===== config.mk =====
export PLATFORM = sky130hd
export DESIGN_NAME = main_io
export DESIGN_NICKNAME = d
export VERILOG_FILES = /design/src/rtl/main_cfg.svh /design/src/rtl/main_io.sv
export SDC_FILE = /design/constraint.sdc
export NUM_CORES = 1
export LEC_CHECK = 0
export BUFFER_PORTS_ARGS = -buffer_cell sky130_fd_sc_hd__buf_2
export CELL_PAD_IN_SITES_DETAIL_PLACEMENT = 0
export CELL_PAD_IN_SITES_GLOBAL_PLACEMENT = 1
export CORE_AREA = 2 2 69 71
export CTS_CLUSTER_SIZE = 40
export DETAILED_ROUTE_END_ITERATION = 7
export DIE_AREA = 0 0 71 73
export HOLD_SLACK_MARGIN = 0.15
export PLACE_DENSITY = 0.84
export SETUP_SLACK_MARGIN = 0.02
export SLEW_MARGIN = 20
export SYNTH_ARGS = -nofsm -noshare
export SYNTH_HDL_FRONTEND = slang
export SYNTH_SLANG_ARGS = --single-unit

===== constraint.sdc =====
create_clock -name clk -period 1.5 [get_ports clk]
set_input_delay 0.3 -clock clk [delete_from_list [all_inputs] [get_ports clk]]
set_output_delay 0.3 -clock clk [all_outputs]
set_load 0.005 [all_outputs]

===== src/rtl/main_cfg.svh =====
`ifndef MAIN_CFG_SVH
`define MAIN_CFG_SVH

// External ROM address width, 128 KB
`define MAIN_ROM_AW 17

// Graphics fetch address, upper half of ROM
`define MAIN_GFX_AW 16

// Work RAM address width, 4 KB
`define MAIN_RAM_AW 12

// Offset of the first banked page
`define MAIN_BANK_BASE 4

// Value read back from unmapped space
`define MAIN_OPEN_BUS 8'hFF

`endif


===== src/rtl/main_io.sv =====
`timescale 1ns/1ps
`default_nettype none

// Cabinet input ports, bank register and sound CPU interface
module main_io (
    input  wire logic        clk,
    input  wire logic        rst,
    input  wire logic        cpu_cen,      // One cycle bus strobe
    input  wire logic [15:0] cpu_addr,
    input  wire logic [7:0]  cpu_dout,
    input  wire logic        bank_we,
    input  wire logic        out_we,
    input  wire logic [1:0]  start_button,
    input  wire logic [1:0]  coin_input,
    input  wire logic        service,
    input  wire logic [5:0]  joystick1,
    input  wire logic [5:0]  joystick2,
    input  wire logic [7:0]  dipsw_a,
    input  wire logic [7:0]  dipsw_b,
    input  wire logic [3:0]  dipsw_c,
    input  wire logic        snd_ack,
    output logic      [7:0]  io_data,
    output logic      [3:0]  bank,
    output logic             snd_irq,
    output logic      [7:0]  snd_latch
);

    // Input port follows the low address bits, one cycle behind
    always_ff @(posedge clk) begin
        case (cpu_addr[2:0])
            3'b000:  io_data <= {3'b111, start_button, service, coin_input};
            3'b001:  io_data <= {2'b11, joystick1};
            3'b010:  io_data <= {2'b11, joystick2};
            3'b100:  io_data <= dipsw_a;
            3'b101:  io_data <= dipsw_b;
            3'b110:  io_data <= {4'hF, dipsw_c};
            default: io_data <= io_data; // 3 and 7 are not wired
        endcase
    end

    always_ff @(posedge clk) begin
        if (rst) begin
            bank      <= 4'd0;
            snd_irq   <= 1'b0;
            snd_latch <= 8'd0;
        end else begin
            // Sound CPU acknowledge drops the request
            if (snd_ack) begin
                snd_irq <= 1'b0;
            end
            if (cpu_cen && bank_we) begin
                bank <= cpu_dout[3:0]; // Upper data bits ignored
            end
            if (cpu_cen && out_we) begin
                case (cpu_addr[2:1])
                    2'b01:   snd_irq   <= 1'b1;     // 001A/001B, wins over ack
                    2'b10:   snd_latch <= cpu_dout; // 001C/001D
                    default: ;                      // Coin counters, not used
                endcase
            end
        end
    end

endmodule

`default_nettype wire


# Word-level counts from Yosys, hierarchy flattened
# Cells that the tools add are included.
# word_totals
memories,0
elab_cells,20
mem_bits_rw,0
latch_bits,0
out_inout_bits,21
register_bits,21
rom_bits,0
# classes
reduce_logical,5
eq_ne,7
mux,4
bitwise_logic,0
magnitude_cmp,0
mul,0
n_addsub,0
div,0
shifts,0
# ops
op,n
case mux 8 bit (6 select lines),1
== test 3 bit (second input constant),3
nonzero test 6 bit,1
== test 3 x 1 -> 1 bit (second input constant),1
== test 3 x 2 -> 1 bit (second input constant),1
logical NOT 3 bit,1
two-way mux 1 bit,3
== test 2 x 1 -> 1 bit (second input constant),1
== test 2 bit (second input constant),1
logical AND 1 bit,2
AND reduction 2 bit,1

# Longest topological paths before layout
# depth
depth_word,3
mapped_depth,6
mapped_depth_nobuf,4

# Worst setup path before layout
# No wires, ideal clock.
# synth_path
path_type,input-to-reg
start,in cpu_addr[1]
end,"reg io_data[0], data pin"
n_path_buf,1
slack_ns,0.192
arrival_ns,1.052
cell_stages,4
setup_ns,0.256
path_cell_list,buf_6 nand2_1 a21boi_1 o22a_1
# synth_via
elab_chain_cells,2
word_cells_on_any_way,7
classes_between,eq/ne: 5; mux: 1; reduce/logical: 1
# synth_rtl
element,line_no,rtl
start: declaration,main_io.sv:9,"input wire logic [15:0] cpu_addr,"
== test 3 bit (tied with other cells),main_io.sv:30,case (cpu_addr[2:0])
case mux 8 bit (6 select lines) (*),main_io.sv:30,
end signal: assignment,main_io.sv:31,"3'b000: io_data <= {3'b111, start_button, service, coin_input};"
end signal: assignment,main_io.sv:32,"3'b001: io_data <= {2'b11, joystick1};"
end signal: assignment,main_io.sv:33,"3'b010: io_data <= {2'b11, joystick2};"
end: declaration,main_io.sv:22,"output logic [7:0] io_data,"
# Mark *: on every way between the ends. The rest lies on a longest branch, timed or not.
# A chain may end at the register's enable or synchronous reset.

# Worst setup path after layout
# layout_path
start,in cpu_addr[0]
end,"reg io_data[2], data pin"
# Same word-level chain as after synthesis.

==> impl_metrics.yaml <==
worst_setup_path:
  criticalPathCategory: "input port to flop"
  crit_arrival_ns: 1.22
  path_cells: "buf_2 -> and2b_4 -> a221oi_1 -> nor2_1 -> o22a_1"
  crit_slowest_cell: "a221oi_1"
  cpPeakStageDelay_ns: 0.25
  critPathLaunchType: "input port"
  critical_path_required_ns: 1.52
  path_max_fanout: 10
  crit_path_end_kind: "flop"
placed_design:
  gp_congestion: 0.779
  dp.cells: 256
  place_area_sq_um: 1590
  port_buffers: 74
  hpwl_mm: 2.44
route:
  num_vias: 1177
  vias_per_cell: 4.53
  routedWlPerCell_um: 11.6
  antenna_left: 0
  drt_pass1_iterations: 4
  drt_iter0_drc: 28
  drc_errors: 0
  routed_wl_mm: 3.02
synthesis:
  synth_seq_area_share_pct: 44.9
  syn-cell-area_sq_um: 1110
  ys_seq_elements: 21
  syn_nets: 190
  syn_inst: 123
  synth_warnings: 0
  ys_types: 31
  synth-async-reset-ratio_pct: 0
  synth-main-ff-cell: "dfxtp_1"
  synth_edf_count: 8
  synth_area_per_cell_sq_um: 9.06
floorplan:
  ios: 88
  rows: 25
  dieArea_sq_um: 5180
  die_h_um: 73
  design.core.area_sq_um: 4540
  start_util_pct: 24.6
  die-width_um: 71
min_path:
  hold_class: "input port to flop"
timing:
  worst_pin_slew_ns: 0.284
  setup_viol: 0
  post-route-period-util_pct: 80.2
  whs_ns: 0.271
  slew-limit-headroom_pct: 81.0
  hold_viol: 0
  fmaxAchievable_mhz: 831
  slew_viol_final: 0
  period_needed_ns: 1.20
  rsz0062_at_grt: "false"
  setup_tns_ns: 0
  clock_skew_ns: 0
clock_tree:
  cts.clk_slew.worst_paths_ns: 0.08
  tritoncts: "done"
  cts_setup_buffers: 0
  worst_skew_pair.late_latency_ns: 0.26
  clockBufferDepth: 2
  numCtsBuffers: 3
  cts_hold_buf: 0
  clock-sinks: 21
  h-tree-depth: 1
  cts_root_buffer: "clkbuf_8"
  cts_resized: 0
grt:
  grt_antenna_before_repair: 0
  grt_max_degree: 14
  grt_pass1_wl_mm: 4.96
  grt-ovfl-total: 0
  grt_util_all_layers_pct: 11.9
  grt_pass1_vias: 1123
layout:
  num-fill-cells: 473
  antennaDiodeCount: 0
  stdcell_area_sq_um: 1640
  area_growth_pct: 46.8
  drive_gt1_share_pct: 47.6
  layout.nets: 274
  fin_cells: 260
  finish.utilization_pct: 36.1
pwr:
  ir_drop_mv: 0.259
  pwr_density_cell_nw_per_um2: 787
  p_leak_nw: 0.768
job:
  maxCapViolCount: 0
outcome:
  status: "completed"
[synthesized netlist by cell type (2+ instances only)]
| cell | number | area, sq um |
|---|---|---|
| clkbuf_1 | 2 | 7.51 |
| nand2b_1 | 2 | 12.5 |
| nand2_1 | 31 | 116 |
| nor2_1 | 5 | 18.8 |
| a221oi_1 | 6 | 52.6 |
| mux2i_1 | 5 | 50.1 |
| o22a_1 | 3 | 26.3 |
| nand3_1 | 5 | 25.0 |
| edfxtp_1 | 8 | 240 |
| a21oi_1 | 13 | 65.1 |
| buf_6 | 2 | 22.5 |
| dfxtp_1 | 13 | 260 |
| o22ai_1 | 2 | 12.5 |
| buf_4 | 3 | 22.5 |
| o21ai_0 | 7 | 35.0 |
[placed cells by master (no fill, tap or decap), types with 5 or more instances in the layout]
master    count
a221oi_1      6
nand3_1       5
buf_2        74
mux2i_1       5
nor2_1        5
a21oi_1      13
buf_4        12
o21ai_0       7
nand2_1      31
dfxtp_1      13
edfxtp_1      8
[where the power goes]
group          leakage, nW  internal (mW)  switching [mW]
logic                0.557          0.146           0.128
clock network       0.0255          0.185           0.187
registers            0.185          0.633         0.00928
total                0.768          0.964           0.324
[per-stage QoR]
stage | power (mW) | worst slack [ns]
global placement | 0.930 | 0.0433
floorplan | 0.790 | 0.192
finish | 1.29 | 0.297
detailed placement | 0.935 | 0.00449
global route | 1.38 | 0.174
CTS | 1.32 | 0.288
[state kept, by name, indices dropped and copies added, names as in the netlist]
name / flops
snd_irq: 1
bank: 4
io_data: 8
snd_latch: 8
[layout make-up]
cell class	count	area, sq um	area share, %
Multi-Input combinational cell	93	554	33.9
Sequential cell	21	500	30.6
Timing Repair Buffer	86	460	28.1
Tap cell	54	67.6	4.13
Clock buffer	3	41.3	2.52
Inverter	2	7.51	0.459
Clock inverter	1	5.00	0.306
[path summary, 6_finish.rpt]
kind | start | to | slack (ns) | cells past startpoint
worst max-delay path | cpu_addr[0] | io_data[2] | 0.30 | 5
worst min register to register | snd_latch[3] | snd_latch[3] | 0.45 | 2
worst min-delay path | cpu_dout[5] | snd_latch[5] | 0.27 | 3
worst max register to register | snd_latch[1] | snd_latch[1] | 0.92 | 2
[cell families after synthesis]
kind of cell / after synthesis / share of synthesized area, %
buffers and inverters: 9 / 5.39
AO/OA/AOI/OAI: 36 / 22.3
multiplexers: 6 / 5.50
AND/OR/NAND/NOR: 51 / 21.9
flip-flops: 21 / 44.9
[metal layers]
layer	routed length, um	track usage, %
met1	1270	14.3
met2	1450	19.9
met3	252	3.59
met4	44	4.82
met5	0	0
[worst max-delay path, delay by kind of cell]
kind / cells / cell delay (ns)
AND/OR/NAND/NOR: 2 / 0.31
buffers and inverters: 1 / 0.20
AO/OA/AOI/OAI: 2 / 0.41
(Power assumes the default switching activity.)
