<file path="config.mk">
export PLATFORM = sky130hd
export DESIGN_NAME = rom_arbiter
export DESIGN_NICKNAME = d
export VERILOG_FILES = /design/src/rtl/main_pkg.sv /design/src/rtl/rom_arbiter.sv
export VERILOG_INCLUDE_DIRS = /design/src /design/src/rtl
export SDC_FILE = /design/constraint.sdc
export NUM_CORES = 1
export LEC_CHECK = 0
export BUFFER_PORTS_ARGS = -buffer_cell sky130_fd_sc_hd__buf_2
export CORE_MARGIN = 3
export CORE_UTILIZATION = 48
export CTS_CLUSTER_DIAMETER = 120
export DETAILED_ROUTE_END_ITERATION = 12
export PLACE_DENSITY = 0.87
export SLEW_MARGIN = 20
export SYNTH_ARGS = -nofsm -noshare
export SYNTH_HDL_FRONTEND = slang
export SYNTH_SLANG_ARGS = --single-unit
</file>
<file path="constraint.sdc">
create_clock -name clk -period 2.7 [get_ports clk]
set_input_delay 0.27 -clock clk [delete_from_list [all_inputs] [get_ports clk]]
set_output_delay 0.27 -clock clk [all_outputs]
set_load 0.03 [all_outputs]
</file>
<file path="src/rtl/main_cfg.svh">
`ifndef MAIN_CFG_SVH
`define MAIN_CFG_SVH

// External ROM address width, 128 KB
`define MAIN_ROM_AW 17

// Graphics fetch address, upper half of ROM
`define MAIN_GFX_AW 16

// Work RAM address width, 4 KB
`define MAIN_RAM_AW 12

// Offset of the first banked page
`define MAIN_BANK_BASE 4

// Value read back from unmapped space
`define MAIN_OPEN_BUS 8'hFF

`endif

</file>
<file path="src/rtl/main_pkg.sv">
`default_nettype none

// Shared types for the main CPU subsystem
package main_pkg;

    // Decoded target of the current CPU address
    typedef enum logic [2:0] {
        REG_NONE      = 3'd0, // Unmapped, reads as open bus
        REG_ROM_FIXED = 3'd1, // 8000-FFFF
        REG_ROM_BANK  = 3'd2, // 6000-7FFF, reads only
        REG_RAM       = 3'd3, // 1000-1FFF
        REG_IO        = 3'd4  // 0000-03FF
    } region_t;

    // Owner of the external ROM port
    typedef enum logic [1:0] {
        REQ_IDLE = 2'd0,
        REQ_CPU  = 2'd1, // Program fetch
        REQ_GFX  = 2'd2  // Tile fetch
    } rom_req_t;

endpackage

`default_nettype wire

</file>
<file path="src/rtl/rom_arbiter.sv">
`timescale 1ns/1ps
`default_nettype none

`include "main_cfg.svh"

// Shares the external ROM between CPU program fetch and tile fetch
module rom_arbiter (
    input  wire logic                    clk,
    input  wire logic                    rst,
    input  wire logic                    cpu_req,
    input  wire logic [`MAIN_ROM_AW-1:0] cpu_addr,
    input  wire logic                    gfx_req,
    input  wire logic [`MAIN_GFX_AW-1:0] gfx_addr,
    input  wire logic [7:0]              rom_data,
    input  wire logic                    rom_ok,
    output logic                         cpu_ok,
    output logic                         gfx_ok,
    output logic      [7:0]              cpu_data,
    output logic      [7:0]              gfx_data,
    output logic      [`MAIN_ROM_AW-1:0] rom_addr,
    output logic                         rom_cs
);

    main_pkg::rom_req_t state;

    logic                    cpu_valid; // cpu_data holds the byte at cpu_last
    logic                    gfx_valid;
    logic [`MAIN_ROM_AW-1:0] cpu_last;

    // A new CPU address invalidates the served byte at once
    assign cpu_ok = cpu_valid && cpu_req && cpu_addr == cpu_last;
    assign gfx_ok = gfx_valid && gfx_req;

    always_ff @(posedge clk) begin
        if (rst) begin
            state     <= main_pkg::REQ_IDLE;
            rom_cs    <= 1'b0;
            cpu_valid <= 1'b0;
            gfx_valid <= 1'b0;
        end else begin
            if (!cpu_req) cpu_valid <= 1'b0; // Request released
            if (!gfx_req) gfx_valid <= 1'b0;
            case (state)
                main_pkg::REQ_IDLE: begin
                    // CPU first, one idle cycle between transfers
                    if (cpu_req && !cpu_ok) begin
                        state     <= main_pkg::REQ_CPU;
                        rom_addr  <= cpu_addr;
                        cpu_last  <= cpu_addr;
                        cpu_valid <= 1'b0;
                        rom_cs    <= 1'b1;
                    end else if (gfx_req && !gfx_valid) begin
                        state    <= main_pkg::REQ_GFX;
                        rom_addr <= {1'b1, gfx_addr}; // Upper ROM half
                        rom_cs   <= 1'b1;
                    end
                end
                main_pkg::REQ_CPU: begin
                    if (rom_ok) begin // Address held until here
                        cpu_data  <= rom_data;
                        cpu_valid <= 1'b1;
                        rom_cs    <= 1'b0;
                        state     <= main_pkg::REQ_IDLE;
                    end
                end
                main_pkg::REQ_GFX: begin
                    if (rom_ok) begin
                        gfx_data  <= rom_data;
                        gfx_valid <= 1'b1;
                        rom_cs    <= 1'b0;
                        state     <= main_pkg::REQ_IDLE;
                    end
                end
                default: begin
                    rom_cs <= 1'b0;
                    state  <= main_pkg::REQ_IDLE;
                end
            endcase
        end
    end

endmodule

`default_nettype wire

</file>
# Yosys cells after proc, flatten, opt, wreduce, memory -nomap -nowiden
# Cells that the tools add are included.
# W data, S select, Z words.
dict set report op_classes {
  n_eq_ne 5
  mux 17
  bitwise_logic 1
  reduce_logical 15
}
# op n
set ops {}
lappend ops {{$mux W17} 2}
lappend ops {{$eq A17 B17 Y1} 1}
lappend ops {{$reduce_and A3 Y1} 4}
lappend ops {{$mux W1} 9}
lappend ops {{$mux W2} 3}
lappend ops {{$logic_and A1 B1 Y1} 5}
lappend ops {{$pmux W1 S2} 2}
lappend ops {{$pmux W2 S2} 1}
lappend ops {{$ne A3 B3 Y1 const B} 1}
lappend ops {{$eq A2 B1 Y1 const B} 1}
lappend ops {{$eq A2 B2 Y1 const B} 1}
lappend ops {{$logic_not A1 Y1} 2}
lappend ops {{$logic_not A2 Y1} 1}
lappend ops {{$ne A2 B1 Y1 const B} 1}
lappend ops {{$reduce_and A2 Y1} 1}
lappend ops {{$reduce_bool A2 Y1} 1}
lappend ops {{$reduce_or A2 Y1} 1}
lappend ops {{$not A1 Y1} 1}
dict set report word_totals {
  register_bits 55
  out_inout_bits 36
  word_cells 46
}

# Depth between registers and ports, before layout
dict set report logic_depth {
  depth_word 6
  ltp_mapped 7
  mapped_depth_nobuf 7
}

# Worst setup path after synthesis
# Ideal clock, no wire load.
dict set report synth_timing {
  path_kind {flip-flop to flip-flop}
  start {reg cpu_last[6]}
  end {reg rom_addr[0], enable pin}
  setup_time_ps 397
  arrival_ps 1826
  path_slack_ps 478
  stages_incl_launch_ff 7
  n_path_buf 1
  period_less_slack_ps 2222
  path_cell_list {edfxtp_1 -> xor2_1 -> nor4_1 -> nand3_1 -> o21ai_4 -> buf_6 -> a21oi_1}
}
dict set report synth_via {
  elab_chain_cells 6
}
# item line
set synth_lines {}
lappend synth_lines {{start, declared} rom_arbiter.sv:28} ;# logic [`MAIN_ROM_AW-1:0] cpu_last;
lappend synth_lines {{start signal, assigned} rom_arbiter.sv:49} ;# cpu_last <= cpu_addr;
lappend synth_lines {{$eq A17 B17 Y1} rom_arbiter.sv:31} ;# assign cpu_ok = cpu_valid && cpu_req && cpu_addr == cpu_last;
lappend synth_lines {{$logic_and A1 B1 Y1} rom_arbiter.sv:31}
lappend synth_lines {{$logic_not A1 Y1} rom_arbiter.sv:46} ;# if (cpu_req && !cpu_ok) begin
lappend synth_lines {{$logic_and A1 B1 Y1} rom_arbiter.sv:46}
lappend synth_lines {{$reduce_bool A2 Y1 (no line)} -}
lappend synth_lines {{$reduce_and A3 Y1 (no line)} -}
lappend synth_lines {{end signal, assigned} rom_arbiter.sv:48} ;# rom_addr <= cpu_addr;
lappend synth_lines {{end signal, assigned} rom_arbiter.sv:54} ;# rom_addr <= {1'b1, gfx_addr};
lappend synth_lines {{end, declared} rom_arbiter.sv:20} ;# output logic [`MAIN_ROM_AW-1:0] rom_addr,
# No other way between the ends.
# A chain may end at the register's enable or synchronous reset.

# Final worst setup path
dict set report layout_timing {
  start {reg cpu_last[13]}
  end {reg rom_addr[8], data pin}
}
dict set report layout_via {
  elab_chain_cells 5
}
# item line
set layout_lines {}
lappend layout_lines {{$eq A17 B17 Y1} rom_arbiter.sv:31}
lappend layout_lines {{$logic_and A1 B1 Y1} rom_arbiter.sv:31}
lappend layout_lines {{$logic_not A1 Y1} rom_arbiter.sv:46}
lappend layout_lines {{$logic_and A1 B1 Y1} rom_arbiter.sv:46}
lappend layout_lines {{$mux W17} rom_arbiter.sv:46}
# No other way between the ends.

==> impl_metrics.env <==
export IMPL_status="complete, no violations"
export IMPL_rsz0062_at_grt="false"
export IMPL_core_area_um2=4410
export IMPL_max_stage_delay_ns=0.42
export IMPL_ant_nets=0
export IMPL_crit_slowest_cell="or3_4"
export IMPL_drive_gt1_frac=0.518
export IMPL_cp_num_buf_inv=1
export IMPL_hold_start="rom_data[6]"
export IMPL_vias_per_cell=5.09
export IMPL_min_path_type="input pin to flop"
export IMPL_clockBufferDepth=2
export IMPL_critical_path_class="flop to flop"
export IMPL_max_freq_ghz=0.426
export IMPL_post_cts_buffers=0
export IMPL_grt_pass1_vias=1259
export IMPL_maxCapViolations=0
export IMPL_synthArstFlopShare=0
export IMPL_synth_edff_count=50
export IMPL_fin_cells=272
export IMPL_crit_required_ns=2.77
export IMPL_skew_ns=0.00602
export IMPL_rows=24
export IMPL_p_leak_nw=1.12
export IMPL_setup_tns_final_ns=0
export IMPL_grt_pass1_wl_mm=5.93
export IMPL_netlist_area_um2=2230
export IMPL_synth_ff_latch_count=55
export IMPL_grt_usage=0.149
export IMPL_crit_path_end_kind="flop"
export IMPL_drt_total_wl_mm=4.02
export IMPL_startpoint="cpu_last[13]"
export IMPL_path_max_fanout=14
export IMPL_path_cells="xnor2_1 > nand4_1 > or3_4 > o21ai_4 > buf_12 > mux2_2"
export IMPL_worstReg2RegStart="cpu_last[13]"
export IMPL_routedWlPerCell_um=14.8
export IMPL_hold_viol_final=0
export IMPL_fin_crit_ns=2.35
export IMPL_clock_latency_ns=0.31
export IMPL_place_gp_congestion=0.737
export IMPL_nFillCells=330
export IMPL_area_growth_syn_to_layout_pct=26.8
export IMPL_arrival_ns=2.41
export IMPL_cts_buffers=5
export IMPL_ctsResizeCount=0
export IMPL_cts_hold_buf=0
export IMPL_setup_viol=0
export IMPL_cts_max_level=2
export IMPL_grt_max_degree=18
export IMPL_clk_pin_slew_ns=0.09
export IMPL_yosys_warnings=0
export IMPL_vias=1385
export IMPL_io_pins=82
export IMPL_dp_hpwl_mm=3.07
export IMPL_fp_dieW_um=74.1
export IMPL_vdd_drop_max_uv=363
export IMPL_multi_input_area_um2=597
export IMPL_dieArea_um2=5500
export IMPL_crit_family="simple AND/OR/NAND/NOR gates"
export IMPL_grt_overflow=0
export IMPL_syn_instance_count=131
export IMPL_cellPowerDensity_nw_per_um2=649
export IMPL_final_period_utilization=0.869
export IMPL_relSlewSlack=0.298
export IMPL_seq_area_frac_synth=0.719
export IMPL_start_kind="flop"
export IMPL_die_h_um=74.1
export IMPL_antennaDiodeCount=0
export IMPL_yosys_cell_types_count=29
export IMPL_avgSynthCellArea_um2=17.0
export IMPL_start_util=0.505
export IMPL_final_nets=268
export IMPL_dp_cells=264
export IMPL_root_buffer="clkbuf_8"
export IMPL_regArea_um2=1600
export IMPL_drt_iter0_drc=57
export IMPL_synth_nets=180
export IMPL_cts_tree="yes"
export IMPL_synthFlopType="edfxtp_1"
export IMPL_portBuffers=81
export IMPL_worst_pin_slew_ns=1.05
export IMPL_cts_sinks=55
export IMPL_grt_antenna_before_repair=0
export IMPL_drv_slew=0
export IMPL_drc=0
export IMPL_drt_pass1_iterations=4
logic make-up after synthesis:
kind of cell / count (synthesis) / share of synthesized area
adders and majority gates: 3 / 0.0168
AOI/OAI and AO/OA: 10 / 0.0343
and+or+nand+nor: 25 / 0.0674
DFF: 55 / 0.719
buffers and inverters: 5 / 0.0152
xor gates and xnor gates: 17 / 0.0668
muxes: 16 / 0.0809
cells in the final DEF (no fill, tap or decap):
cell type	instances
bufinv_16	1
a21o_1	1
nor2_1	4
clkbuf_8	6
o21ai_4	1
buf_2	81
and2_2	1
nand2_1	1
mux2_2	15
buf_4	1
a21oi_2	1
a21oi_1	1
inv_1	3
or2_2	2
and2_1	1
ha_1	3
o221a_2	1
xor2_1	4
or3_2	1
xnor2_1	13
buf_12	1
o32ai_1	1
nand4_1	6
a22oi_1	1
mux2_1	1
o21ai_0	3
dfxtp_1	5
or3_4	1
and3_1	2
nor2b_1	1
clkinv_2	1
nand2b_1	2
nor4_1	2
edfxtp_1	50
nand3_1	1
report_power, final:
group | internal (mW) | leakage [nW] | total, mW | switching (mW)
Clock | 0.300 | 0.0612 | 0.557 | 0.257
Combinational | 0.101 | 0.552 | 0.267 | 0.166
Sequential | 0.993 | 0.503 | 1.01 | 0.0152
cells in the mapped netlist (2+ instances only):
cell type   n  share of area
edfxtp_1   50           0.67
mux2_2     15          0.076
xnor2_1    13          0.051
nand4_1     6          0.017
dfxtp_1     5          0.045
nor2_1      4         0.0067
xor2_1      4          0.016
ha_1        3          0.017
inv_1       3         0.0051
o21ai_0     3         0.0067
a21oi_1     2         0.0045
and3_1      2         0.0056
buf_6       2          0.010
nand2b_1    2         0.0056
nor4_1      2         0.0056
or2_2       2         0.0056
state kept, by name, indices dropped and copies added, names as in the netlist:
name,cells
rom_addr,17
gfx_valid,1
gfx_data,8
cpu_last,17
rom_cs,1
state,2
cpu_valid,1
cpu_data,8
worst paths after layout:
kind / to / slack (ns) / depth (start not counted)
min reg2reg: rom_cs / 0.49 / 2
max reg2reg: rom_addr[8] / 0.35 / 6
max: rom_addr[8] / 0.35 / 6
min: cpu_data[6] / 0.15 / 1
cell type report:
class	instances	area share
Inverter	3	0.00399
Clock inverter	2	0.0124
Timing Repair Buffer	83	0.153
Tap cell	52	0.0230
Clock buffer	6	0.0292
Multi-Input combinational cell	71	0.211
Sequential cell	55	0.567
through the flow:
step / hold slack [ns] / setup slack (ns) / total power [mW] / util / instance area [um^2]
CTS: 0.142 / 0.297 / 1.85 / 0.640 / 2830
detailed placement: 0.464 / 0.309 / 1.30 / 0.613 / 2710
finish: 0.153 / 0.353 / 1.83 / 0.640 / 2830
floorplan: 0.369 / 0.478 / 1.20 / - / 2230
global placement: 0.465 / 0.367 / 1.29 / 0.613 / 2710
global route: 0.139 / 0.147 / 1.91 / 0.640 / 2830
worst register-to-register path, cell delays in order (launching register included):
cell	delay (ns)
edfxtp_1	0.41
xnor2_1	0.23
nand4_1	0.11
or3_4	0.42
o21ai_4	0.41
buf_12	0.20
mux2_2	0.33
metal layers:
layer | vias up | routed length (um) | GRT usage
met5 | - | 0 | 0
met4 | 0 | 41 | 0.0483
met3 | 5 | 480 | 0.0635
met2 | 66 | 1870 | 0.239
met1 | 641 | 1630 | 0.181
li1 | 673 | - | -
No activity file was read; power rests on OpenSTA's default activity.
