[src/rtl/main_cfg.svh]
`ifndef MAIN_CFG_SVH
`define MAIN_CFG_SVH

// External ROM address width, 128 KB
`define MAIN_ROM_AW 17

// Graphics fetch address, upper half of ROM
`define MAIN_GFX_AW 16

// Work RAM address width, 4 KB
`define MAIN_RAM_AW 12

// Offset of the first banked page
`define MAIN_BANK_BASE 4

// Value read back from unmapped space
`define MAIN_OPEN_BUS 8'hFF

`endif

[src/rtl/main_pkg.sv]
`default_nettype none

// Shared types for the main CPU subsystem
package main_pkg;

    // Decoded target of the current CPU address
    typedef enum logic [2:0] {
        REG_NONE      = 3'd0, // Unmapped, reads as open bus
        REG_ROM_FIXED = 3'd1, // 8000-FFFF
        REG_ROM_BANK  = 3'd2, // 6000-7FFF, reads only
        REG_RAM       = 3'd3, // 1000-1FFF
        REG_IO        = 3'd4  // 0000-03FF
    } region_t;

    // Owner of the external ROM port
    typedef enum logic [1:0] {
        REQ_IDLE = 2'd0,
        REQ_CPU  = 2'd1, // Program fetch
        REQ_GFX  = 2'd2  // Tile fetch
    } rom_req_t;

endpackage

`default_nettype wire

[src/rtl/main_decoder.sv]
`timescale 1ns/1ps
`default_nettype none

`include "main_cfg.svh"

// Address map decode and CPU read data mux
module main_decoder (
    input  wire logic [15:0]      cpu_addr,
    input  wire logic             cpu_rnw,
    input  wire logic [7:0]       io_data,      // Registered input port
    input  wire logic [7:0]       ram_data,
    input  wire logic [7:0]       rom_data_cpu, // From the arbiter
    output main_pkg::region_t     region,
    output logic      [7:0]       cpu_din,
    output logic                  bank_we,      // Not yet qualified by cpu_cen
    output logic                  out_we
);

    logic rom_fixed_hit;
    logic rom_bank_hit;
    logic ram_hit;
    logic io_hit;

    // ROM space only answers reads
    assign rom_fixed_hit = cpu_addr[15] && cpu_rnw;              // 8000-FFFF
    assign rom_bank_hit  = cpu_addr[15:13] == 3'b011 && cpu_rnw; // 6000-7FFF
    assign ram_hit       = cpu_addr[15:12] == 4'b0001;           // 1000-1FFF
    assign io_hit        = cpu_addr[15:10] == 6'b0000_00;        // 0000-03FF

    always_comb begin
        if (rom_fixed_hit) begin
            region = main_pkg::REG_ROM_FIXED;
        end else if (rom_bank_hit) begin
            region = main_pkg::REG_ROM_BANK;
        end else if (ram_hit) begin
            region = main_pkg::REG_RAM;
        end else if (io_hit) begin
            region = main_pkg::REG_IO; // Writes here also end a bus cycle
        end else begin
            region = main_pkg::REG_NONE; // Video, palette and gaps
        end
    end

    // Bank register sits under the banked window on writes
    assign bank_we = cpu_addr[15:12] == 4'b0111 && !cpu_rnw; // 7000-7FFF

    // Output ports at 0018-001F
    assign out_we = cpu_addr[15:3] == 13'h0003 && !cpu_rnw;

    always_comb begin
        case (region)
            main_pkg::REG_ROM_FIXED,
            main_pkg::REG_ROM_BANK: cpu_din = rom_data_cpu;
            main_pkg::REG_RAM:      cpu_din = ram_data;
            main_pkg::REG_IO:       cpu_din = io_data;
            default:                cpu_din = `MAIN_OPEN_BUS;
        endcase
    end

endmodule

`default_nettype wire

[config.mk]
export PLATFORM = sky130hd
export DESIGN_NAME = main_decoder
export DESIGN_NICKNAME = d
export VERILOG_FILES = /design/src/rtl/main_pkg.sv /design/src/rtl/main_decoder.sv
export VERILOG_INCLUDE_DIRS = /design/src /design/src/rtl
export SDC_FILE = /design/constraint.sdc
export NUM_CORES = 1
export LEC_CHECK = 0
export ABC_AREA = 0
export ABC_CLOCK_PERIOD_IN_PS = 1100
export BUFFER_PORTS_ARGS = -buffer_cell sky130_fd_sc_hd__buf_4
export CAP_MARGIN = 20
export CORE_AREA = 2 2 39 41
export DETAILED_ROUTE_END_ITERATION = 16
export DIE_AREA = 0 0 41 43
export GPL_TIMING_DRIVEN = 0
export PLACE_DENSITY = 0.74
export SLEW_MARGIN = 20
export SYNTH_ARGS = -nofsm -noshare
export SYNTH_HDL_FRONTEND = slang
export SYNTH_SLANG_ARGS = --single-unit
[constraint.sdc]
create_clock -name vclk -period 1.1
set_clock_uncertainty 0.15 [all_clocks]
set_input_delay 0 -clock vclk [all_inputs]
set_output_delay 0 -clock vclk [all_outputs]
set_load 0.02 [all_outputs]
After elaboration in Yosys (flattened, before gate mapping)
Cells that the tools add are included.
Operators by class
  mux-type cells: 5
  equality and inequality tests: 8
  reductions and logical operators: 7
Operators with widths (number)
  $pmux W8 S3: 1
  $eq A13 B2 Y1 const B: 1
  $mux W3: 4
  $eq A3 B2 Y1 const B: 3
  $logic_not A6 Y1: 1
  $eq A4 B1 Y1 const B: 1
  $eq A4 B3 Y1 const B: 1
  $logic_and A1 B1 Y1: 4
  $eq A3 B1 Y1 const B: 1
  $eq A3 B3 Y1 const B: 1
  $reduce_or A2 Y1: 1
  $logic_not A1 Y1: 1
Storage, ports and cells
  register bits: 0
  output and inout port bits: 13
  logic and storage cells: 20
  bits of input ports: 41

Depth between registers and ports, before layout
Gate-level depths: netlist (run 1).
  depth after elaboration: 8
  mapped depth: 4
  depth with buffers taken out: 3

Least setup slack after synthesis (run 1)
Ideal clock, no wire load.
  kind: input to output
  start point: input port cpu_addr[14]
  end point: output port cpu_din[0]
  stages: 4
  path buffers: 1
  setup slack: 146 ps
  required time: 950 ps
  data arrival time: 804 ps
  cell sequence: nor3_2 > buf_4 > o21ai_2 > a221o_1
Between the ends
  cells in the longest elaborated chain, start to end: 8
  elaborated cells on any way between the ends: 14
  those cells by class: 6 x eq/ne; 5 x mux; 3 x reduce/logical
RTL lines
  start: declaration: line main_decoder.sv:8  | input wire logic [15:0] cpu_addr,
  $logic_not A6 Y1: line main_decoder.sv:28  | assign io_hit = cpu_addr[15:10] == 6'b0000_00;
  $mux W3: line main_decoder.sv:37  | end else if (io_hit) begin
  $mux W3: line main_decoder.sv:35  | end else if (ram_hit) begin
  $mux W3 *: line main_decoder.sv:33  | end else if (rom_bank_hit) begin
  $mux W3 *: line main_decoder.sv:31  | if (rom_fixed_hit) begin
  $eq A3 B1 Y1 / $eq A3 B2 Y1 (equally long branches): line main_decoder.sv:51  | case (region)
  $reduce_or A2 Y1: line main_decoder.sv:51
  $pmux W8 S3 *: line main_decoder.sv:51
  end: declaration: line main_decoder.sv:14  | output logic [7:0] cpu_din,
Mark *: on every way between the ends. The rest lies on a longest branch, timed or not.

Final worst setup path (run 1)
  start point: input port cpu_addr[13]
  end point: output port cpu_din[3]
Same word-level chain as after synthesis.

==> metrics.txt, run 1 <==
# TYPE chip_impl_metric gauge
chip_impl_info{name="failing_checks",value="negative setup slack"} 1
chip_impl_info{name="worst_hold_startpoint",value="io_data[5]"} 1
chip_impl_metric{name="drt.antenna.violating_nets",unit=""} 0
chip_impl_metric{name="finalCriticalPeriod",unit="ns"} 1.11
chip_impl_metric{name="worstPathArrival",unit="ns"} 0.96
chip_impl_metric{name="slowest_delay",unit="ns"} 0.27
chip_impl_metric{name="synth_area_per_cell",unit="um^2"} 7.22
chip_impl_metric{name="timing.final.ws_setup",unit="ns"} -0.00800
chip_impl_metric{name="timing.setup.tns",unit="ns"} -0.00800
chip_impl_info{name="setup_cp_type",value="input port to primary output"} 1
chip_impl_metric{name="final-instance-count-excl-fill",unit=""} 113
chip_impl_metric{name="clock.fmax",unit="MHz"} 903
chip_impl_info{name="timing.hold.worst.class",value="input port to primary output"} 1
chip_impl_metric{name="share_of_layout_cells_above_drive_strength_1",unit=""} 0.670
chip_impl_metric{name="worst_hold_path.num_cells",unit=""} 3
chip_impl_info{name="hold_critical_path_endpoint",value="cpu_din[5]"} 1
chip_impl_metric{name="yosysWarningCount",unit=""} 0
chip_impl_metric{name="dieArea",unit="mm^2"} 0.00176
chip_impl_metric{name="final_net_count",unit=""} 140
chip_impl_metric{name="postSynthNetCount",unit=""} 85
chip_impl_metric{name="grt_pass1_vias",unit=""} 494
chip_impl_metric{name="synthDominantCellAreaShare",unit=""} 0.252
chip_impl_metric{name="register_area",unit="um^2"} 0
chip_impl_metric{name="dp_hpwl",unit="mm"} 1.07
chip_impl_metric{name="report.final.setup_viol",unit=""} 1
chip_impl_metric{name="detail_route.wirelength",unit="mm"} 1.37
chip_impl_metric{name="cts_hold_repair.buffers",unit=""} 0
chip_impl_metric{name="post_synthesis_sequential_area_ratio",unit=""} 0
chip_impl_metric{name="design.core.area",unit="mm^2"} 0.00138
chip_impl_metric{name="worst-path-max-fanout",unit=""} 9
chip_impl_metric{name="chipHeight",unit="um"} 43
chip_impl_metric{name="ys_types",unit=""} 19
chip_impl_metric{name="area_of_the_multi_input_gates",unit="um^2"} 324
chip_impl_metric{name="dr.pass1.iters",unit=""} 4
chip_impl_metric{name="first_pass_grt_wire_length",unit="mm"} 1.99
chip_impl_metric{name="synthesized_instance_count",unit=""} 44
chip_impl_metric{name="buffer_ports.inserted",unit=""} 51
chip_impl_metric{name="num-fill-cells",unit=""} 130
chip_impl_metric{name="critical_path.n_buffers_inverters",unit=""} 4
chip_impl_metric{name="n_sequential_cell",unit=""} 0
chip_impl_metric{name="crit_required",unit="ns"} 0.95
chip_impl_metric{name="antenna_found_initial",unit=""} 0
chip_impl_metric{name="finalHoldViolCount",unit=""} 0
chip_impl_info{name="worst_path_max_delay_cell",value="sky130_fd_sc_hd__a221o_1"} 1
chip_impl_metric{name="grt_max_degree",unit=""} 11
chip_impl_metric{name="post_synthesis_instance_area",unit="um^2"} 318
chip_impl_info{name="ys_top_cells_by_area",value="sky130_fd_sc_hd__a221o_1 25%, sky130_fd_sc_hd__nand3b_1 19%, sky130_fd_sc_hd__and3_1 16%"} 1
chip_impl_metric{name="period_share",unit=""} 1.01
chip_impl_metric{name="initial_utilization",unit=""} 0.230
chip_impl_metric{name="post_drt_wl_per_cell",unit="um"} 12.1
chip_impl_info{name="setup.worst_path.end_class",value="primary output"} 1
chip_impl_metric{name="final_core_utilization",unit=""} 0.598
chip_impl_metric{name="p_per_area",unit="mW/mm^2"} 369
chip_impl_metric{name="worst_ir_drop_vdd",unit="mV"} 0.193
chip_impl_metric{name="area_growth_syn_to_layout",unit="%"} 160
chip_impl_info{name="run_status",value="complete, but fails checks"} 1
chip_impl_info{name="grt_setup_unrepaired",value="true"} 1
chip_impl_metric{name="grt_overflow",unit=""} 0
chip_impl_info{name="crit_chain",value="buf_6, nor3_4, buf_6, buf_6, and3_1, a221o_1, buf_6"} 1
chip_impl_metric{name="globalplace.congestion",unit=""} 0.621
chip_impl_info{name="worst_path_dominant_cell_family",value="buffers and inverters"} 1
chip_impl_info{name="start_kind",value="input port"} 1
chip_impl_metric{name="count_of_inserted_antenna_diode_cells",unit=""} 0
chip_impl_metric{name="row_count",unit=""} 14
chip_impl_metric{name="clkbuf_count",unit=""} 0
chip_impl_info{name="synth.cells.most_frequent",value="8 x sky130_fd_sc_hd__a221o_1, 8 x sky130_fd_sc_hd__and3_1, 8 x sky130_fd_sc_hd__nand3b_1"} 1
chip_impl_metric{name="vias",unit=""} 567
chip_impl_metric{name="max_cap_check_violation_count",unit=""} 0
chip_impl_metric{name="fp.dieW",unit="um"} 41
chip_impl_metric{name="ioPinCount",unit=""} 54
chip_impl_metric{name="dr.first_iter.drc_count",unit=""} 11
chip_impl_metric{name="slew_viol_final",unit=""} 0
chip_impl_info{name="path_common_cell",value="sky130_fd_sc_hd__buf_6"} 1
chip_impl_metric{name="placed_cells_incl_taps",unit=""} 111
chip_impl_metric{name="slew-limit-headroom",unit=""} 0.839
chip_impl_metric{name="vias_per_cell",unit=""} 5.02
chip_impl_metric{name="grt.total_usage",unit=""} 0.152
chip_impl_metric{name="static-leakage-power",unit="nW"} 0.418
chip_impl_metric{name="timing_worst_slew_pin_value",unit="ns"} 0.240
chip_impl_metric{name="drc",unit=""} 0
chip_impl_info{name="synth_largest_area_cell",value="sky130_fd_sc_hd__a221o_1"} 1
[logic make-up after synthesis]
logic type	after synthesis	synth area share
buf+inv	4	0.0827
compound gates	12	0.350
simple gates	28	0.567
[metrics by stage]
| stage | total power [mW] | hold WS, ns | instance area (um^2) | worst slack [ns] |
|---|---|---|---|---|
| after floorplan | 0.107 | -0.0731 | 318 | 0.146 |
| after global placement | 0.263 | 0.151 | 721 | -0.148 |
| after detailed placement | 0.265 | 0.149 | 721 | -0.158 |
| after CTS | 0.304 | 0.179 | 812 | -0.0293 |
| after global routing | 0.327 | 0.191 | 827 | -0.0349 |
| final | 0.305 | 0.178 | 827 | -0.00800 |
[cell usage in the layout, fill, tap and decap left out, types with 2 or more instances in the layout]
cell type                  Yosys  layout
sky130_fd_sc_hd__nand2_1       2       2
sky130_fd_sc_hd__buf_6         1      14
sky130_fd_sc_hd__and3_1        8       6
sky130_fd_sc_hd__nand3b_1      8       8
sky130_fd_sc_hd__a221o_1       8       8
sky130_fd_sc_hd__and3_4        0       2
sky130_fd_sc_hd__nor2_1        3       2
sky130_fd_sc_hd__buf_4         1      40
[report_power, final]
group / total [mW] / switching [mW] / internal (mW)
sequential: 0 / 0 / 0
combinational: 0.305 / 0.118 / 0.187
clock: 0 / 0 / 0
[area by class of cell]
class,count,area share
Timing Repair Buffer,53,0.545
Multi-Input combinational cell,40,0.392
Buffer,4,0.0393
Tap cell,16,0.0242
[repair_timing]
action | 4_1_cts | 5_1_grt
hold endpoints to repair | 0 | 0
gates cloned | 0 | 0
buffers inserted | 2 | 0
setup endpoints to repair | 9 | 9
gates resized for setup | 19 | 6
pin swaps | 3 | 3
[routing by layer]
metal,GRT usage,wire length (um),up-vias
met2,0.284,710,31
met1,0.180,488,246
met5,0,0,-
met3,0.0209,167,0
met4,0,0,0
li1,-,-,290
[worst max path at each step]
stage	start	to	slack [ns]	cells after the start
floorplan	cpu_addr[14]	cpu_din[0]	0.15	4
global placement	cpu_addr[14]	cpu_din[3]	-0.15	6
detailed placement	cpu_addr[14]	cpu_din[3]	-0.16	6
CTS	cpu_addr[15]	cpu_din[3]	-0.03	6
global route	cpu_addr[15]	cpu_din[7]	-0.03	6
finish	cpu_addr[13]	cpu_din[3]	-0.008	7
[tightest hold or removal path, stage by stage]
cell                      delay (ns)
sky130_fd_sc_hd__buf_4          0.08
sky130_fd_sc_hd__a221o_1        0.14
sky130_fd_sc_hd__buf_6          0.11
(Power assumes the default switching activity.)
==> inputs of run 2 (changes only) <==
--- a/config.mk
+++ b/config.mk
@@ -10,9 +10,9 @@
 export ABC_CLOCK_PERIOD_IN_PS = 1100
 export BUFFER_PORTS_ARGS = -buffer_cell sky130_fd_sc_hd__buf_4
 export CAP_MARGIN = 20
-export CORE_AREA = 2 2 39 41
+export CORE_AREA = 10 10 47 49
 export DETAILED_ROUTE_END_ITERATION = 16
-export DIE_AREA = 0 0 41 43
+export DIE_AREA = 0 0 57 59
 export GPL_TIMING_DRIVEN = 0
 export PLACE_DENSITY = 0.74
 export SLEW_MARGIN = 20
==> run 2 against run 1 <==
  * The flow still finishes with violations (negative setup slack)
  * Hold slack gained 0.0071 ns
  * Non-clock buffer count unchanged
  * Maximum frequency is 0.30% lower
  * Routed wire length increased by 34%
  * Die area up 91%
  * Via count up 1.8%
  * Worst setup slack got worse by 0.0033 ns
  * Combinational power is 3% higher
  * Cell area is 0.76% higher
  * Power increased by 2.5%
  * Utilization is 0.30 points lower
  * Sequential share of layout area unchanged
  * Critical endpoint is now cpu_din[2]
  * Largest power group unchanged
==> metrics.txt, run 2 (synthesis results as in run 1) <==
# TYPE chip_impl_metric gauge
chip_impl_info{name="run_status",value="complete, but fails checks"} 1
chip_impl_info{name="failing_checks",value="negative setup slack"} 1
chip_impl_metric{name="dr.first_iter.drc_count",unit=""} 5
chip_impl_metric{name="slew_viol_final",unit=""} 0
chip_impl_metric{name="dieArea",unit="mm^2"} 0.00336
chip_impl_metric{name="grt_pass1_vias",unit=""} 646
chip_impl_metric{name="grtUsageMet2",unit=""} 0.202
chip_impl_metric{name="slew-limit-headroom",unit=""} 0.762
chip_impl_info{name="path_common_cell",value="sky130_fd_sc_hd__buf_6"} 1
chip_impl_metric{name="static-leakage-power",unit="nW"} 0.417
chip_impl_metric{name="fp.dieW",unit="um"} 57
chip_impl_metric{name="share_of_layout_cells_above_drive_strength_1",unit=""} 0.660
chip_impl_metric{name="cts_hold_repair.buffers",unit=""} 0
chip_impl_metric{name="groute.layer.met3.usage",unit=""} 0.0386
chip_impl_metric{name="final_net_count",unit=""} 140
chip_impl_metric{name="timing_worst_slew_pin_value",unit="ns"} 0.356
chip_impl_metric{name="vias_per_cell",unit=""} 5.11
chip_impl_metric{name="detail_route.wirelength",unit="mm"} 1.82
chip_impl_metric{name="n_sequential_cell",unit=""} 0
chip_impl_metric{name="row_count",unit=""} 14
chip_impl_metric{name="worstPathArrival",unit="ns"} 0.96
chip_impl_metric{name="worst_hold_path.num_cells",unit=""} 3
chip_impl_metric{name="buffer_ports.inserted",unit=""} 51
chip_impl_metric{name="finalPower",unit="mW"} 0.313
chip_impl_metric{name="report.final.setup_viol",unit=""} 7
chip_impl_metric{name="drt.antenna.violating_nets",unit=""} 0
chip_impl_metric{name="chipHeight",unit="um"} 59
chip_impl_metric{name="vias",unit=""} 577
chip_impl_metric{name="drc",unit=""} 0
chip_impl_metric{name="dp_hpwl",unit="mm"} 1.54
chip_impl_metric{name="finalHoldViolCount",unit=""} 0
chip_impl_info{name="final_cell_mix",value="41 x sky130_fd_sc_hd__buf_4, 13 x sky130_fd_sc_hd__buf_6, 8 x sky130_fd_sc_hd__nand3b_1, 8 x sky130_fd_sc_hd__a221o_1, 6 x sky130_fd_sc_hd__and3_1"} 1
chip_impl_metric{name="initial_utilization",unit=""} 0.227
chip_impl_info{name="grt_setup_unrepaired",value="true"} 1
chip_impl_metric{name="count_of_inserted_antenna_diode_cells",unit=""} 0
chip_impl_metric{name="gr-usage-met1",unit=""} 0.0950
chip_impl_info{name="setup_cp_type",value="input port to primary output"} 1
chip_impl_metric{name="crit_required",unit="ns"} 0.95
chip_impl_metric{name="globalplace.congestion",unit=""} 0.672
chip_impl_info{name="grt_most_used_layer",value="met2"} 1
chip_impl_metric{name="grt.total_usage",unit=""} 0.0985
chip_impl_metric{name="slowest_delay",unit="ns"} 0.32
chip_impl_metric{name="clkbuf_count",unit=""} 0
chip_impl_metric{name="max_cap_check_violation_count",unit=""} 0
chip_impl_info{name="crit_chain",value="buf_8, nor3_4, buf_6, o21ai_4, a221o_1, buf_6"} 1
chip_impl_metric{name="num-fill-cells",unit=""} 147
chip_impl_metric{name="ioPinCount",unit=""} 54
chip_impl_metric{name="timing.final.ws_setup",unit="ns"} -0.0113
chip_impl_metric{name="first_pass_grt_wire_length",unit="mm"} 2.88
chip_impl_metric{name="grt_overflow",unit=""} 0
chip_impl_metric{name="area_growth_syn_to_layout",unit="%"} 162
chip_impl_metric{name="timing.setup.tns",unit="ns"} -0.0460
chip_impl_metric{name="design.core.area",unit="mm^2"} 0.00140
chip_impl_metric{name="finalCriticalPeriod",unit="ns"} 1.11
chip_impl_info{name="final_common_cell",value="sky130_fd_sc_hd__buf_4"} 1
chip_impl_info{name="start_kind",value="input port"} 1
chip_impl_metric{name="antenna_found_initial",unit=""} 0
chip_impl_metric{name="period_share",unit=""} 1.01
chip_impl_metric{name="worst-path-max-fanout",unit=""} 8
chip_impl_metric{name="dr.pass1.iters",unit=""} 3
chip_impl_info{name="worst_path_max_delay_cell",value="sky130_fd_sc_hd__a221o_1"} 1
chip_impl_metric{name="register_area",unit="um^2"} 0
chip_impl_metric{name="clock.fmax",unit="MHz"} 900
chip_impl_metric{name="worst_ir_drop_vdd",unit="mV"} 0.182
chip_impl_metric{name="p_per_area",unit="mW/mm^2"} 376
chip_impl_info{name="setup.worst_path.end_class",value="primary output"} 1
chip_impl_metric{name="post_drt_wl_per_cell",unit="um"} 16.1
chip_impl_info{name="timing.hold.worst.class",value="input port to primary output"} 1
chip_impl_metric{name="grt_max_degree",unit=""} 11
## run 2: final timing paths
path                     start    endpoint
hold / removal      io_data[5]  cpu_din[5]
setup / recovery  cpu_addr[15]  cpu_din[2]
## run 2: per-layer routing
metal  wire length (um)  vias up
li1                   -      288
met1                691      256
met2                917       33
met3                214        0
met4                  0        0
met5                  0        -
## run 2: worst max-delay path: cells and delay by family
| family | cells | cell delay, ns |
|---|---|---|
| AO/OA/AOI/OAI | 2 | 0.40 |
| AND/OR/NAND/NOR | 1 | 0.19 |
| buffers and inverters | 3 | 0.37 |
## run 2: per-stage QoR
stage / util / area, um^2 / std cells / hold slack, ns / setup WS [ns]
final: 0.595 / 833 / 113 / 0.185 / -0.0113
after global routing: 0.595 / 833 / 113 / 0.189 / -0.0575
after CTS: 0.579 / 811 / 113 / 0.186 / -0.0370
after detailed placement: 0.514 / 721 / 111 / 0.145 / -0.172
after global placement: 0.514 / 721 / 111 / 0.147 / -0.150
after floorplan: - / 318 / 44 / -0.0731 / 0.146
## run 2: power by group
group / internal, mW / switching, mW
Sequential: 0 / 0
Clock: 0 / 0
Combinational: 0.189 / 0.124
Total: 0.189 / 0.124
## run 2: layout make-up
class              instances  area [um^2]  share of cell area
multi-input cells         40          335               0.402
repair buffers            53          447               0.536
well taps                 16         20.0              0.0240
plain buffers              4         31.3              0.0375
## run 2: what timing repair did
action / in CTS / in global routing
pin swaps: 9 / 2
buffers inserted: 2 / 0
endpoints found under the setup margin: 9 / 9
resized for setup: 19 / 4
==> inputs of run 3 (changes only) <==
--- a/config.mk
+++ b/config.mk
@@ -15,6 +15,7 @@
 export DIE_AREA = 0 0 57 59
 export GPL_TIMING_DRIVEN = 0
 export PLACE_DENSITY = 0.74
+export SETUP_SLACK_MARGIN = 0.5
 export SLEW_MARGIN = 20
 export SYNTH_ARGS = -nofsm -noshare
 export SYNTH_HDL_FRONTEND = slang
==> run 3 against run 2 <==
  * The flow still finishes with violations (negative setup slack)
  * Hold slack got worse by 0.0035 ns
  * Routed wire length grew 8.2%
  * Combinational power up 6.4%
  * Largest power group unchanged
  * Die area unchanged
==> metrics.txt, run 3 (synthesis results as in run 1) <==
# TYPE chip_impl_metric gauge
chip_impl_info{name="run_status",value="complete, but fails checks"} 1
chip_impl_info{name="failing_checks",value="negative setup slack"} 1
chip_impl_metric{name="grt_max_degree",unit=""} 11
chip_impl_info{name="setup.worst_path.end_class",value="primary output"} 1
chip_impl_metric{name="timing_worst_slew_pin_value",unit="ns"} 0.251
chip_impl_metric{name="drt.antenna.violating_nets",unit=""} 0
chip_impl_metric{name="period_share",unit=""} 1.02
chip_impl_metric{name="vias_per_cell",unit=""} 5.20
chip_impl_metric{name="grt_pass1_vias",unit=""} 639
chip_impl_metric{name="finalHoldViolCount",unit=""} 0
chip_impl_metric{name="finalCriticalPeriod",unit="ns"} 1.12
chip_impl_metric{name="first_pass_grt_wire_length",unit="mm"} 3.19
chip_impl_metric{name="dieArea",unit="mm^2"} 0.00336
chip_impl_metric{name="worst-path-max-fanout",unit=""} 8
chip_impl_metric{name="design.core.area",unit="mm^2"} 0.00140
chip_impl_metric{name="antenna_found_initial",unit=""} 0
chip_impl_metric{name="slew-limit-headroom",unit=""} 0.832
chip_impl_metric{name="area_of_the_multi_input_gates",unit="um^2"} 344
chip_impl_metric{name="vias",unit=""} 588
chip_impl_metric{name="dr.pass1.iters",unit=""} 4
chip_impl_metric{name="buffer_ports.inserted",unit=""} 51
chip_impl_info{name="start_kind",value="input port"} 1
chip_impl_metric{name="dp_hpwl",unit="mm"} 1.65
chip_impl_metric{name="static-leakage-power",unit="nW"} 0.438
chip_impl_metric{name="clock.fmax",unit="MHz"} 893
chip_impl_metric{name="row_count",unit=""} 14
chip_impl_metric{name="worst_ir_drop_vdd",unit="mV"} 0.188
chip_impl_metric{name="dr.first_iter.drc_count",unit=""} 12
chip_impl_metric{name="drc",unit=""} 0
chip_impl_metric{name="ioPinCount",unit=""} 54
chip_impl_metric{name="initial_utilization",unit=""} 0.227
chip_impl_metric{name="slew_viol_final",unit=""} 0
chip_impl_metric{name="timing.setup.tns",unit="ns"} -0.117
chip_impl_metric{name="detail_route.wirelength",unit="mm"} 1.97
chip_impl_metric{name="n_sequential_cell",unit=""} 0
chip_impl_metric{name="grt.total_usage",unit=""} 0.111
chip_impl_metric{name="fin_worst_hold_slack",unit="ns"} 0.181
chip_impl_metric{name="crit_required",unit="ns"} 0.95
chip_impl_info{name="timing.hold.worst.class",value="input port to primary output"} 1
chip_impl_metric{name="grt_overflow",unit=""} 0
chip_impl_metric{name="fp.dieW",unit="um"} 57
chip_impl_metric{name="worstPathArrival",unit="ns"} 0.97
chip_impl_info{name="grt_setup_unrepaired",value="true"} 1
chip_impl_metric{name="max_cap_check_violation_count",unit=""} 0
chip_impl_metric{name="num-fill-cells",unit=""} 132
chip_impl_metric{name="count_of_inserted_antenna_diode_cells",unit=""} 0
chip_impl_metric{name="cts_hold_repair.buffers",unit=""} 0
chip_impl_metric{name="area_growth_syn_to_layout",unit="%"} 181
chip_impl_metric{name="share_of_layout_cells_above_drive_strength_1",unit=""} 0.691
chip_impl_metric{name="globalplace.congestion",unit=""} 0.785
chip_impl_metric{name="timing.final.ws_setup",unit="ns"} -0.0198
chip_impl_metric{name="report.final.setup_viol",unit=""} 8
chip_impl_metric{name="post_drt_wl_per_cell",unit="um"} 17.5
chip_impl_info{name="final_common_cell",value="sky130_fd_sc_hd__buf_4"} 1
chip_impl_info{name="setup_cp_type",value="input port to primary output"} 1
chip_impl_metric{name="register_area",unit="um^2"} 0
chip_impl_metric{name="final_net_count",unit=""} 140
chip_impl_metric{name="p_per_area",unit="mW/mm^2"} 373
chip_impl_info{name="final_cell_mix",value="36 x sky130_fd_sc_hd__buf_4, 18 x sky130_fd_sc_hd__buf_6, 8 x sky130_fd_sc_hd__nand3b_1, 8 x sky130_fd_sc_hd__and3_1, 8 x sky130_fd_sc_hd__a221o_1"} 1
chip_impl_metric{name="clkbuf_count",unit=""} 0
chip_impl_metric{name="chipHeight",unit="um"} 59
-- run 3: what timing repair did --
item                       CTS  global route
setup endpoints to repair   13            13
cloned                       0             0
setup buffers                2             0
pin swaps                    9             0
gates resized for setup     22             2
-- run 3: critical path, cell delays in order --
cell	delay, ns
sky130_fd_sc_hd__buf_8	0.10
sky130_fd_sc_hd__nor3_4	0.19
sky130_fd_sc_hd__buf_6	0.13
sky130_fd_sc_hd__o21ai_4	0.08
sky130_fd_sc_hd__a221o_1	0.32
sky130_fd_sc_hd__buf_6	0.14
-- run 3: routing by layer --
metal / track usage / share of wire / up-vias
met5: 0 / 0 / -
met4: 0 / 0 / 0
met3: 0.0365 / 0.13 / 0
met2: 0.180 / 0.41 / 40
met1: 0.147 / 0.45 / 259
li1: - / - / 289
-- run 3: final timing paths --
path          from  slack [ns]          to  cells past startpoint
max   cpu_addr[15]       -0.02  cpu_din[1]                      6
min     io_data[3]        0.18  cpu_din[3]                      3
-- run 3: metrics by stage --
step           instances   util  power, mW  cell area [um^2]  worst slack, ns
3_5_place_dp         111  0.556      0.291               779           -0.143
5_1_grt              113  0.637      0.357               892          -0.0723
3_3_place_gp         111  0.556      0.288               779           -0.133
6_report             113  0.637      0.333               892          -0.0198
4_1_cts              113  0.631      0.333               885          -0.0266
2_1_floorplan         44      -      0.121               377            0.154
-- run 3: final cells by class --
type               instances  share of cell area
well taps                 16              0.0224
plain buffers              4              0.0701
repair buffers            53               0.522
multi-input cells         40               0.386
-- run 3: report_power, final --
group	switching, mW	internal (mW)	leakage [nW]
clock network	0	0	0
logic	0.130	0.203	0.438
registers	0	0	0
total	0.130	0.203	0.438
